`config.mk`:
```
export PLATFORM = sky130hd
export DESIGN_NAME = mem_ctrl_top
export DESIGN_NICKNAME = d
export VERILOG_FILES = /design/src/rtl/mem_ctrl_pkg.sv /design/src/rtl/mem_ctrl_top.sv /design/src/rtl/page_tracker.sv /design/src/rtl/phase_driver.sv /design/src/rtl/request_fifo.sv
export SDC_FILE = /design/constraint.sdc
export NUM_CORES = 1
export LEC_CHECK = 0
export ABC_CLOCK_PERIOD_IN_PS = 5200
export BUFFER_PORTS_ARGS = -buffer_cell sky130_fd_sc_hd__buf_2
export CAP_MARGIN = 20
export CORE_ASPECT_RATIO = 1.4
export CORE_UTILIZATION = 56
export DETAILED_ROUTE_END_ITERATION = 8
export GPL_TIMING_DRIVEN = 0
export HOLD_SLACK_MARGIN = 0.1
export PLACE_DENSITY = 0.8
export SYNTH_ARGS = -nofsm -noshare
export SYNTH_HDL_FRONTEND = slang
export SYNTH_HIERARCHICAL = 1
export SYNTH_SLANG_ARGS = --single-unit
```
`constraint.sdc`:
```
create_clock -name clk -period 5.2 [get_ports clk]
set_input_delay 1.04 -clock clk [delete_from_list [all_inputs] [get_ports clk]]
set_output_delay 1.04 -clock clk [all_outputs]
set_load 0.005 [all_outputs]
```
`src/rtl/mem_ctrl_pkg.sv`:
```
`default_nettype none

package mem_ctrl_pkg;

  // ----------------------------------------
  // Geometry of the DRAM
  // ----------------------------------------
  localparam int NUM_BANKS  = 8;
  localparam int BANK_WIDTH = 3;             // log2 of NUM_BANKS
  localparam int PAGE_WIDTH = 12;            // Row address
  localparam int WORD_WIDTH = 8;             // Column address
  localparam int DATA_WIDTH = 32;

  // Row and column share one address bus
  localparam int ADDR_WIDTH = (PAGE_WIDTH > WORD_WIDTH) ? PAGE_WIDTH : WORD_WIDTH;

  // ----------------------------------------
  // DFI command {cs, cmd1, cmd0}
  // ----------------------------------------
  // Same code means different things in the page and read/write slots
  typedef logic [2:0] dfi_cmd_t;

  localparam dfi_cmd_t CMD_NOP         = 3'b000;
  localparam dfi_cmd_t CMD_PAGE_OPEN   = 3'b011;  // Page slot
  localparam dfi_cmd_t CMD_PAGE_CLOSE  = 3'b010;  // Page slot
  localparam dfi_cmd_t CMD_CACHE_READ  = 3'b010;  // Read/write slot
  localparam dfi_cmd_t CMD_CACHE_WRITE = 3'b011;  // Read/write slot

  // One queued request
  typedef struct packed {
    logic                  write;              // 1 = cache write
    logic [BANK_WIDTH-1:0] bank;
    logic [PAGE_WIDTH-1:0] page;
    logic [WORD_WIDTH-1:0] word;
    logic [DATA_WIDTH-1:0] data;               // Write data, ignored for reads
  } request_t;

  // A page slot plus the read/write slot right behind it
  typedef struct packed {
    dfi_cmd_t              page_cmd;           // Open, close or NOP
    dfi_cmd_t              rw_cmd;             // Read, write or NOP
    logic [BANK_WIDTH-1:0] bank;
    logic [PAGE_WIDTH-1:0] page;
    logic [WORD_WIDTH-1:0] word;
    logic [DATA_WIDTH-1:0] data;
  } slot_pair_t;

endpackage

`default_nettype wire

```
`src/rtl/mem_ctrl_top.sv`:
```
`timescale 1ns/100ps
`default_nettype none

module mem_ctrl_top
  import mem_ctrl_pkg::*;
#(
  parameter int REQ_FIFO_DEPTH      = 8,
  parameter int REQ_FIFO_THRESHOLD  = REQ_FIFO_DEPTH - 2,    // Two requests still in flight
  parameter int PAIR_FIFO_DEPTH     = 4,
  parameter int PAIR_FIFO_THRESHOLD = PAIR_FIFO_DEPTH - 1
) (
  input  wire logic                  clk,
  input  wire logic                  reset,
  input  wire logic                  req_valid,
  input  wire logic                  req_write,
  input  wire logic [BANK_WIDTH-1:0] req_bank,
  input  wire logic [PAGE_WIDTH-1:0] req_page,
  input  wire logic [WORD_WIDTH-1:0] req_word,
  input  wire logic [DATA_WIDTH-1:0] req_data,
  output logic                       req_ready,
  input  wire logic                  init_done,
  output logic                       dfi_page_slot,
  output logic                       dfi_cs,
  output logic                       dfi_cmd1,
  output logic                       dfi_cmd0,
  output logic [BANK_WIDTH-1:0]      dfi_bank,
  output logic [ADDR_WIDTH-1:0]      dfi_addr,
  output logic [DATA_WIDTH-1:0]      dfi_data
);

  logic       req_valid_d1;
  request_t   req_d1;
  request_t   req_head;
  logic       req_empty;
  logic       req_almost_full;
  logic       req_read;
  slot_pair_t pair_data;
  slot_pair_t pair_head;
  logic       pair_write;
  logic       pair_read;
  logic       pair_empty;
  logic       pair_almost_full;

  // ----------------------------------------
  // Input stage and ready
  // ----------------------------------------
  always_ff @(posedge clk)
  begin
    if (reset)
    begin
      req_valid_d1 <= 1'b0;
      req_ready    <= 1'b0;
    end
    else
    begin
      req_valid_d1 <= req_valid;
      req_ready    <= !req_almost_full;   // One cycle behind the FIFO level
    end
  end

  always_ff @(posedge clk)
  begin
    req_d1 <= '{write: req_write, bank: req_bank, page: req_page,
                word: req_word, data: req_data};
  end

  request_fifo #(.DEPTH(REQ_FIFO_DEPTH), .ALMOST_FULL_THRESHOLD(REQ_FIFO_THRESHOLD),
                 .payload_t(request_t)) request_fifo_i (
    .clk(clk), .reset(reset),
    .write(req_valid_d1), .write_data(req_d1),
    .read(req_read), .read_data(req_head),
    .empty(req_empty), .almost_full(req_almost_full), .full()
  );

  // Requests to slot pairs
  page_tracker page_tracker_i (
    .clk(clk), .reset(reset),
    .req_empty(req_empty), .req_head(req_head), .pair_almost_full(pair_almost_full),
    .req_read(req_read), .pair_write(pair_write), .pair_data(pair_data)
  );

  request_fifo #(.DEPTH(PAIR_FIFO_DEPTH), .ALMOST_FULL_THRESHOLD(PAIR_FIFO_THRESHOLD),
                 .payload_t(slot_pair_t)) pair_fifo_i (
    .clk(clk), .reset(reset),
    .write(pair_write), .write_data(pair_data),
    .read(pair_read), .read_data(pair_head),
    .empty(pair_empty), .almost_full(pair_almost_full), .full()
  );

  phase_driver phase_driver_i (
    .clk(clk), .reset(reset), .init_done(init_done),
    .pair_empty(pair_empty), .pair_head(pair_head), .pair_read(pair_read),
    .dfi_page_slot(dfi_page_slot), .dfi_cs(dfi_cs), .dfi_cmd1(dfi_cmd1), .dfi_cmd0(dfi_cmd0),
    .dfi_bank(dfi_bank), .dfi_addr(dfi_addr), .dfi_data(dfi_data)
  );

endmodule

`default_nettype wire

```
`src/rtl/page_tracker.sv`:
```
`timescale 1ns/100ps
`default_nettype none

module page_tracker
  import mem_ctrl_pkg::*;
(
  input  wire logic     clk,
  input  wire logic     reset,
  input  wire logic     req_empty,
  input  wire request_t req_head,
  input  wire logic     pair_almost_full,
  output logic          req_read,
  output logic          pair_write,
  output slot_pair_t    pair_data
);

  logic                  page_open [NUM_BANKS];   // Bank has a row open
  logic [PAGE_WIDTH-1:0] open_page [NUM_BANKS];   // Which row
  logic                  close_pending;           // Close sent, open still owed
  logic                  bank_open;
  logic                  page_hit;
  logic                  issue;
  dfi_cmd_t              page_cmd;
  dfi_cmd_t              rw_cmd;

  // ----------------------------------------
  // Page decision for the head request
  // ----------------------------------------
  assign bank_open = page_open[req_head.bank];
  assign page_hit  = bank_open && (open_page[req_head.bank] == req_head.page);
  assign issue     = !req_empty && !pair_almost_full;   // One pair per cycle

  always_comb
  begin
    rw_cmd   = req_head.write ? CMD_CACHE_WRITE : CMD_CACHE_READ;
    page_cmd = CMD_NOP;                                 // Hit
    if (close_pending || !bank_open)
      page_cmd = CMD_PAGE_OPEN;                         // Second half of a miss, or bank idle
    else if (!page_hit)
    begin
      page_cmd = CMD_PAGE_CLOSE;                        // Miss on open bank, close first
      rw_cmd   = CMD_NOP;
    end
  end

  assign pair_write = issue;
  assign req_read   = issue && (page_cmd != CMD_PAGE_CLOSE);  // Pop with the last pair

  always_comb
  begin
    pair_data.page_cmd = page_cmd;
    pair_data.rw_cmd   = rw_cmd;
    pair_data.bank     = req_head.bank;
    pair_data.page     = req_head.page;
    pair_data.word     = req_head.word;
    pair_data.data     = req_head.data;
  end

  // ----------------------------------------
  // Page table update
  // ----------------------------------------
  always_ff @(posedge clk)
  begin
    if (reset)
    begin
      for (int b = 0; b < NUM_BANKS; b++)
        page_open[b] <= 1'b0;
      close_pending <= 1'b0;
    end
    else if (issue)
    begin
      if (page_cmd == CMD_PAGE_OPEN)
        page_open[req_head.bank] <= 1'b1;
      else if (page_cmd == CMD_PAGE_CLOSE)
        page_open[req_head.bank] <= 1'b0;
      close_pending <= (page_cmd == CMD_PAGE_CLOSE);
    end
  end

  always_ff @(posedge clk)
  begin
    if (issue && (page_cmd == CMD_PAGE_OPEN))
      open_page[req_head.bank] <= req_head.page;   // Row latched as it opens
  end

  no_double_open: assert property (@(posedge clk) disable iff (reset)
    (issue && (page_cmd == CMD_PAGE_OPEN)) |-> !page_open[req_head.bank])
    else $error("page_tracker: page open on a bank that is already open");

endmodule

`default_nettype wire

```
`src/rtl/phase_driver.sv`:
```
`timescale 1ns/100ps
`default_nettype none

module phase_driver
  import mem_ctrl_pkg::*;
(
  input  wire logic              clk,
  input  wire logic              reset,
  input  wire logic              init_done,
  input  wire logic              pair_empty,
  input  wire slot_pair_t        pair_head,
  output logic                   pair_read,
  output logic                   dfi_page_slot,   // 1 = page slot, 0 = read/write slot
  output logic                   dfi_cs,
  output logic                   dfi_cmd1,
  output logic                   dfi_cmd0,
  output logic [BANK_WIDTH-1:0]  dfi_bank,
  output logic [ADDR_WIDTH-1:0]  dfi_addr,
  output logic [DATA_WIDTH-1:0]  dfi_data
);

  // One-hot, one state per bus cycle
  typedef enum logic [4:0] {
    WAIT         = 5'b00001,   // Init not done, bus idle
    PAGE_CMD     = 5'b00010,   // Page slot with a popped pair
    NOP_PAGE_CMD = 5'b00100,   // Page slot, nothing queued
    RW_CMD       = 5'b01000,   // Read/write slot of the held pair
    NOP_RW_CMD   = 5'b10000    // Read/write slot, nothing held
  } state_t;

  state_t     state;
  state_t     next_state;
  slot_pair_t held_pair;       // Pair popped in the last page slot
  dfi_cmd_t   dfi_cmd;

  // ----------------------------------------
  // State register
  // ----------------------------------------
  always_ff @(posedge clk)
  begin
    if (reset)
      state <= WAIT;
    else
      state <= next_state;
  end

  // Decision for the page slot is made one cycle early, in the read/write slot.
  // Only this block pops the pair FIFO, so a pair seen here is still there next cycle
  always_comb
  begin
    case (state)
      WAIT, RW_CMD, NOP_RW_CMD:
      begin
        if (!init_done)
          next_state = WAIT;               // Stop only on a pair boundary
        else if (pair_empty)
          next_state = NOP_PAGE_CMD;
        else
          next_state = PAGE_CMD;
      end
      PAGE_CMD:     next_state = RW_CMD;
      NOP_PAGE_CMD: next_state = NOP_RW_CMD;
      default:      next_state = WAIT;     // Illegal encoding, resync
    endcase
  end

  always_ff @(posedge clk)
  begin
    if (state == PAGE_CMD)
      held_pair <= pair_head;              // Kept for the read/write slot
  end

  // ----------------------------------------
  // DFI command bus
  // ----------------------------------------
  always_comb
  begin
    pair_read     = 1'b0;
    dfi_page_slot = 1'b0;
    dfi_cmd       = CMD_NOP;
    dfi_bank      = '0;
    dfi_addr      = '0;
    dfi_data      = '0;                    // Zero except in a cache write slot
    case (state)
      PAGE_CMD:
      begin
        pair_read     = 1'b1;              // Pop as the page slot goes out
        dfi_page_slot = 1'b1;
        dfi_cmd       = pair_head.page_cmd;
        dfi_bank      = pair_head.bank;
        dfi_addr      = ADDR_WIDTH'(pair_head.page);
      end
      NOP_PAGE_CMD:
      begin
        dfi_page_slot = 1'b1;
      end
      RW_CMD:
      begin
        dfi_cmd  = held_pair.rw_cmd;       // NOP behind a page close
        dfi_bank = held_pair.bank;
        dfi_addr = ADDR_WIDTH'(held_pair.word);
        if (held_pair.rw_cmd == CMD_CACHE_WRITE)
          dfi_data = held_pair.data;
      end
      default:
      begin
        dfi_cmd = CMD_NOP;                 // WAIT and NOP_RW_CMD
      end
    endcase
  end

  assign {dfi_cs, dfi_cmd1, dfi_cmd0} = dfi_cmd;

  // A live read/write command needs a pair popped in the slot before
  rw_needs_pair: assert property (@(posedge clk) disable iff (reset)
    (dfi_cs && !dfi_page_slot) |-> $past(pair_read))
    else $error("phase_driver: read/write command without a held pair");

endmodule

`default_nettype wire

```
`src/rtl/request_fifo.sv`:
```
`timescale 1ns/100ps
`default_nettype none

module request_fifo #(
  parameter int  DEPTH                 = 8,
  parameter int  ALMOST_FULL_THRESHOLD = 6,
  parameter type payload_t             = logic
) (
  input  wire logic     clk,
  input  wire logic     reset,
  input  wire logic     write,
  input  wire payload_t write_data,
  input  wire logic     read,
  output payload_t      read_data,           // Head entry, valid while !empty
  output logic          empty,
  output logic          almost_full,
  output logic          full
);

  localparam int PTR_WIDTH   = (DEPTH > 1) ? $clog2(DEPTH) : 1;
  localparam int COUNT_WIDTH = $clog2(DEPTH + 1);

  payload_t               mem [DEPTH];
  logic [PTR_WIDTH-1:0]   wr_ptr;
  logic [PTR_WIDTH-1:0]   rd_ptr;
  logic [COUNT_WIDTH-1:0] count;             // Entries held

  // Wrap at DEPTH, depth need not be a power of two
  function automatic logic [PTR_WIDTH-1:0] ptr_next(input logic [PTR_WIDTH-1:0] ptr);
    if (ptr == PTR_WIDTH'(DEPTH - 1))
      return '0;
    else
      return ptr + 1'b1;
  endfunction

  // ----------------------------------------
  // Pointers and fill count
  // ----------------------------------------
  always_ff @(posedge clk)
  begin
    if (reset)
    begin
      wr_ptr <= '0;
      rd_ptr <= '0;
      count  <= '0;
    end
    else
    begin
      if (write)
        wr_ptr <= ptr_next(wr_ptr);
      if (read)
        rd_ptr <= ptr_next(rd_ptr);
      case ({write, read})
        2'b10:   count <= count + 1'b1;
        2'b01:   count <= count - 1'b1;
        default: count <= count;           // Both or neither, level unchanged
      endcase
    end
  end

  always_ff @(posedge clk)
  begin
    if (write)
      mem[wr_ptr] <= write_data;
  end

  assign read_data   = mem[rd_ptr];          // Show-ahead
  assign empty       = (count == '0);
  assign full        = (count == COUNT_WIDTH'(DEPTH));
  assign almost_full = (count >= COUNT_WIDTH'(ALMOST_FULL_THRESHOLD));

  // Writer and reader live outside, they must respect the flags
  no_overflow: assert property (@(posedge clk) disable iff (reset) write |-> !full)
    else $error("request_fifo: write while full");
  no_underflow: assert property (@(posedge clk) disable iff (reset) read |-> !empty)
    else $error("request_fifo: read while empty");

endmodule

`default_nettype wire

```
==> results of run 1 <==
==> state kept, by name (all words and copies together) (netlist names), 3 cells and up, named ones only <==
name and cells:
page_tracker_i/open_page 96, page_tracker_i/page_open 8, pair_fifo_i/count 3, pair_fifo_i/mem 244, phase_driver_i/held_pair 46, phase_driver_i/state 5, req_d1 56, request_fifo_i/count 4
request_fifo_i/mem 448, request_fifo_i/rd_ptr 3, request_fifo_i/wr_ptr 3
==> worst min-delay path, cell delays in order, from the launching register on <==
cell                      delay [ns]
sky130_fd_sc_hd__dfxtp_1        0.31
sky130_fd_sc_hd__inv_1          0.05
sky130_fd_sc_hd__o32ai_1        0.07
==> power groups by stage <==
stage | Sequential [mW] | Combinational (mW) | Clock [mW]
floorplan | 9.62 | 2.92 | 0
global placement | 9.69 | 3.81 | 0
finish | 9.53 | 4.18 | 6.26
global route | 9.58 | 4.46 | 6.63
detailed placement | 9.67 | 4.05 | 0
CTS | 9.53 | 4.16 | 6.36
==> final timing paths <==
| path | depth (start not counted) | startpoint | endpoint | slack [ns] |
|---|---|---|---|---|
| worst max register to register | 21 | flop | request_fifo_i/count[2] | 0.15 |
| worst min-delay path | 2 | page_tracker_i/close_pending | page_tracker_i/close_pending | 0.48 |
| worst max-delay path | 21 | flop | request_fifo_i/count[2] | 0.15 |
| worst min register to register | 2 | page_tracker_i/close_pending | page_tracker_i/close_pending | 0.48 |
==> layout by cell type, fill, tap and decap left out, types with 12 or more instances in the layout <==
cell / n
sky130_fd_sc_hd__a21oi_1: 13
sky130_fd_sc_hd__a22o_1: 15
sky130_fd_sc_hd__and2_1: 40
sky130_fd_sc_hd__buf_12: 23
sky130_fd_sc_hd__buf_2: 125
sky130_fd_sc_hd__buf_4: 70
sky130_fd_sc_hd__buf_6: 29
sky130_fd_sc_hd__bufinv_16: 12
sky130_fd_sc_hd__clkbuf_1: 25
sky130_fd_sc_hd__clkbuf_16: 85
sky130_fd_sc_hd__clkinv_2: 12
sky130_fd_sc_hd__dfxtp_1: 84
sky130_fd_sc_hd__edfxtp_1: 842
sky130_fd_sc_hd__ha_1: 12
sky130_fd_sc_hd__inv_1: 14
sky130_fd_sc_hd__mux2_2: 57
sky130_fd_sc_hd__mux2i_1: 42
sky130_fd_sc_hd__mux4_2: 184
sky130_fd_sc_hd__nand2_1: 13
sky130_fd_sc_hd__nor2_1: 45
==> metal layers <==
layer  global-route usage, %  share of wire (%)  vias up
met3                    3.48                6.1      114
li1                        -                  -     6899
met4                    7.45                2.4        2
met2                    38.9                 53      644
met1                    29.5                 39     8440
met5                       0              0.028        -
==> through the flow <==
step / hold slack [ns] / worst slack (ns) / power [mW]
6_report: 0.482 / 0.150 / 20.0
5_1_grt: 0.498 / 0.000566 / 20.7
4_1_cts: 0.480 / 0.00593 / 20.0
3_5_place_dp: 0.470 / -0.949 / 13.7
3_3_place_gp: 0.458 / -3.49 / 13.5
2_1_floorplan: 0.450 / 0.330 / 12.5
==> layout make-up <==
type | count | area, um2 | area share [%]
repair buffers | 153 | 1170 | 2.94
multi-input cells | 532 | 6940 | 17.4
well taps | 817 | 1020 | 2.56
inverters | 15 | 56.3 | 0.141
clock buffers | 100 | 2200 | 5.51
flip-flops and latches | 928 | 27000 | 67.6
clock inverters | 50 | 591 | 1.48
plain buffers | 123 | 962 | 2.41
==> timing repair <==
item | 4_1_cts | 5_1_grt
setup endpoints to repair | 10 | 1
buffers inserted | 3 | 2
pin swaps | 3 | 1
gates resized for setup | 17 | 7
gates cloned | 0 | 0
==> results.yml, run 1 <==
critical_path:
  worstSetupStartpointType: "flop"
  setup.worst_path.class: "reg2reg"
  timing.critical_path.slowest_cell_delay_ns: 0.50
  critical_path.max_fanout: 10
  cp-end-kind: "flop"
  cp_data_arrival_time_ns: 5.59
  critPathRequiredTime_ns: 5.74
  timing.critical_path.max_delay_family: "multiplexers"
  timing.critical_path.mode_cell: "sky130_fd_sc_hd__buf_4"
  cp_slowest_cell: "sky130_fd_sc_hd__mux4_2"
  critical_path.cell_chain: "buf_6, buf_4, mux4_2, mux2_4, clkbuf_2, buf_4, mux2i_1, mux4_2, xnor2_1, nor4_1, nand4_1, buf_4, o21ai_4, and2_4, ha_4, xor2_1, ha_1, a21oi_1, xor2_1, or3_1, a21oi_1"
  worst-path-buf-inv: 5
sta:
  slew-limit-headroom_pct: 33.3
  f_max_ghz: 0.198
  setup-violations-final: 0
  worst_pin_slew_ns: 0.995
  period_minus_slack_ns: 5.05
  timing.final.crit_share_pct: 97.1
  hold_violations: 0
  finClkSkew_ns: 0.0237
  rsz0062_at_grt: "no"
  final.setup.tns_ns: 0
  finalMaxSlewViolations: 0
logic_synthesis:
  syn-cell-area_um2: 34800
  synth.yosys.warnings: 6
  synthCells: 1599
  synth_area_per_cell_um2: 21.8
placed_design:
  io_buffer_count: 111
  half_perimeter_wire_length_after_placement_um: 43200
  gp_routability_congestion: 0.810
  placed_area_um2: 37100
  post-place-cells: 2565
route:
  postRouteWirelength_um: 68900
  vias: 16100
  antenna_left: 0
  drtPass1Iterations: 5
  viasPerCell: 5.92
  routed_wire_length_per_instance_um: 25.4
  drt-initial-drc-count: 1692
  drc_errors: 0
floorplanning:
  initial_utilization_pct: 56.9
  fp.dieH_um: 297
  die-width_um: 213
  number_of_placement_rows: 107
  area_of_the_die_um2: 63200
  coreArea_um2: 61200
  num_io_pins: 112
power_and_ir_drop:
  p_sw_share_pct: 25.6
  ir_worst_vdd_mv: 0.317
  cellLeakagePower_nw: 13.2
  power.switching_mw: 5.12
  clock_power_share_pct: 31.4
  combPwrFrac_pct: 20.9
  pwr-share-seq_pct: 47.7
  power.density_nw_per_um2: 500
  power_report.internal_total_mw: 14.8
finish:
  stdcell_count: 2718
  layout_cell_share_with_drive_strength_beyond_1_pct: 34.0
  final_antenna_diode_count: 0
  postLayoutCellArea_um2: 40000
  final_core_utilization_pct: 65.3
  layout-area-overhead-vs-synth_pct: 14.7
  nets: 1909
  fillerInstances: 3727
clocking:
  cts_root_buf: "sky130_fd_sc_hd__clkbuf_16"
  clock_sinks: 928
  clock_tree.htree_level_count: 3
  cts.reportedPaths.clkPinSlew_ns: 0.07
  cts_buffers: 82
  cts_hold_buffers: 0
  insertion_delay_ns: 0.62
  tritoncts_clock_tree: "yes"
  clockBufferDepth: 3
global_route:
  globalRoute.totalOverflow: 0
  grtUsageTotal_pct: 22.6
  grt_start_max_net_pins: 37
  grt_first_pass_wirelength_um: 105000
  antenna_violations_before_repair: 2
  first_global_vias: 17000
outcome:
  status: "complete, no violations"
flow_run:
  max_cap_violations: 0
worst_hold_path:
  worst_hold_path_type: "reg2reg"
Power figures use the tool's default switching activity.
==> run 2: changes to the inputs <==
- CORE_MARGIN: unset -> 2
==> run 2 against run 1 <==
Total power rose by 0.58%. Register-to-register slack got worse by 0.04 ns. Cell area rose by 0.37%. Critical path depth fell by 3. Sequential share of layout area fell by 0.26 points. Non-clock buffer count rose by 2. Critical path type unchanged. Critical endpoint is now request_fifo_i/count[3]. Core utilization fell by 0.36 points. Maximum frequency fell by 0.81%. Global-route usage barely moved. Clock skew fell by 0.0017 ns.
==> results.yml, run 2 (same netlist as run 1, synthesis figures left out) <==
outcome:
  status: "complete, no violations"
sta:
  slew-limit-headroom_pct: 32.0
  worst_pin_slew_ns: 1.02
  finalMaxSlewViolations: 0
  timing.final.crit_share_pct: 97.9
  finClkSkew_ns: 0.0220
  final.setup.tns_ns: 0
  rsz0062_at_grt: "no"
  hold-worst-slack_ns: 0.511
  setup-violations-final: 0
  hold_violations: 0
  f_max_ghz: 0.196
  period_minus_slack_ns: 5.09
route:
  dr_wl_met3_um: 4490
  wl_met2_um: 36800
  wirelength_met1_um: 27300
  viasPerCell: 5.98
  drc_errors: 0
  routed_wire_length_per_instance_um: 26.1
  routed.top_layer: "met4"
  postRouteWirelength_um: 71200
  antenna_left: 0
  drt-initial-drc-count: 1926
  drtPass1Iterations: 6
  vias: 16300
finish:
  final_antenna_diode_count: 0
  multi_input_gate_area_um2: 6950
  seq_area_um2: 27000
  final_core_utilization_pct: 64.9
  layout-area-overhead-vs-synth_pct: 15.2
  layout_commonest_cell: "sky130_fd_sc_hd__edfxtp_1"
  top_regs: "request_fifo_i/mem x448, pair_fifo_i/mem x244, page_tracker_i/open_page x96"
  fillerInstances: 3729
  nets: 1909
  largest_register: "request_fifo_i/mem"
  layout_cell_share_with_drive_strength_beyond_1_pct: 33.9
  largest_register_ff_count: 448
  layout_common_cells: "sky130_fd_sc_hd__edfxtp_1, sky130_fd_sc_hd__mux4_2, sky130_fd_sc_hd__buf_2"
clocking:
  cts_buffers: 80
  clock_sinks: 928
  cts.reportedPaths.clkPinSlew_ns: 0.06
  tritoncts_clock_tree: "yes"
  clockBufferDepth: 3
  clock_tree.htree_level_count: 3
  insertion_delay_ns: 0.62
  cts_root_buf: "sky130_fd_sc_hd__clkbuf_16"
critical_path:
  worstSetupStartpointType: "flop"
  critical_path.max_fanout: 10
  cp-end-kind: "flop"
  critPathRequiredTime_ns: 5.71
  r2r_setup_slk_ns: 0.11
  ff2ff_path_depth: 18
  setup.worst_path.class: "reg2reg"
  worstReg2RegEnd: "request_fifo_i/count[3]"
  cp_data_arrival_time_ns: 5.60
global_route:
  grt_first_pass_wirelength_um: 108000
  globalRoute.totalOverflow: 0
  first_global_vias: 17300
  antenna_violations_before_repair: 0
  grtUsageTotal_pct: 22.6
  grt_start_max_net_pins: 55
floorplanning:
  coreArea_um2: 61800
  number_of_placement_rows: 108
  initial_utilization_pct: 56.4
  fp.dieH_um: 299
  area_of_the_die_um2: 64200
  num_io_pins: 112
  die-width_um: 215
power_and_ir_drop:
  clock_power_share_pct: 31.3
  power_report.internal_total_mw: 15.0
  cellLeakagePower_nw: 13.3
  ir_worst_vdd_mv: 0.639
  power.density_nw_per_um2: 501
  pwr-share-seq_pct: 47.5
  p_sw_share_pct: 25.5
  combPwrFrac_pct: 21.2
  post-layout-total-power_mw: 20.1
  power.switching_mw: 5.12
flow_run:
  max_cap_violations: 0
placed_design:
  gp_routability_congestion: 0.768
  io_buffer_count: 111
  half_perimeter_wire_length_after_placement_um: 43600
worst_hold_path:
  worst_hold_path_type: "in2reg"
  worst_hold_path.endpoint: "req_d1[37]"
  worstHoldStart: "req_word[5]"
  hold-path-cell-count: 1
[run 2: changes by cell type in the layout (fill, tap and decap cells not counted), sizes merged]
cell,delta
clkbuf,+20
clkinv,-13
clkinvlp,-5
inv,-5
buf,+3
[run 2: how the worst max path moves through the flow]
stage          depth (start not counted)                   endpoint  slack [ns]
3_3_place_gp                           2  request_fifo_i/mem[0][15]       -3.69
5_1_grt                               20    request_fifo_i/count[2]        0.01
4_1_cts                               20    request_fifo_i/count[2]        0.01
6_report                              18    request_fifo_i/count[3]        0.11
3_5_place_dp                          20    request_fifo_i/count[2]       -1.07
2_1_floorplan                          2   request_fifo_i/mem[0][0]        0.33
[run 2: layout make-up]
class | count | area share, %
flip-flops and latches | 928 | 67.3
multi-input cells | 532 | 17.3
clock buffers | 121 | 5.88
repair buffers | 156 | 3.27
well taps | 825 | 2.57
plain buffers | 122 | 2.35
clock inverters | 27 | 1.12
inverters | 15 | 0.140
[run 2: timing repair]
action	4_1_cts	5_1_grt
hold endpoints to repair	0	0
hold buffers	0	0
buffers inserted	4	1
pin swaps	3	3
gates resized for setup	16	5
endpoints found under the setup margin	10	1
[run 2: per-layer routing]
| metal | vias to the layer above | track usage (%) |
|---|---|---|
| met1 | 8446 | 29.8 |
| met5 | - | 0 |
| met3 | 172 | 2.77 |
| met4 | 0 | 9.52 |
| met2 | 795 | 38.6 |
| li1 | 6892 | - |
[run 2: through the flow]
stage,setup slack [ns],cells,instance area (um2)
floorplan,0.330,1600,34800
global route,0.0136,2726,40100
global placement,-3.69,2536,36400
CTS,0.0149,2726,40100
finish,0.109,2726,40100
detailed placement,-1.07,2576,37200
[run 2: power groups by stage]
stage | Sequential (mW) | Clock, mW | Combinational (mW)
6_report | 9.54 | 6.28 | 4.26
5_1_grt | 9.59 | 6.61 | 4.54
4_1_cts | 9.55 | 6.37 | 4.23
3_5_place_dp | 9.67 | 0 | 4.09
3_3_place_gp | 9.69 | 0 | 3.81
2_1_floorplan | 9.62 | 0 | 2.92
[run 2: worst max-delay path: stages, from the launching register on]
cell and delay [ns]:
sky130_fd_sc_hd__dfxtp_2 0.38, sky130_fd_sc_hd__buf_6 0.16, sky130_fd_sc_hd__buf_12 0.17, sky130_fd_sc_hd__mux4_2 0.52, sky130_fd_sc_hd__mux2_2 0.35, sky130_fd_sc_hd__buf_6 0.19
sky130_fd_sc_hd__buf_6 0.17, sky130_fd_sc_hd__mux4_2 0.43, sky130_fd_sc_hd__mux2i_1 0.19, sky130_fd_sc_hd__xnor2_1 0.13, sky130_fd_sc_hd__nor4_2 0.32, sky130_fd_sc_hd__nand4_1 0.26
sky130_fd_sc_hd__o21ai_4 0.22, sky130_fd_sc_hd__and2_4 0.20, sky130_fd_sc_hd__buf_4 0.18, sky130_fd_sc_hd__ha_1 0.34, sky130_fd_sc_hd__nor3b_1 0.26, sky130_fd_sc_hd__a32o_1 0.18
sky130_fd_sc_hd__mux2_1 0.32
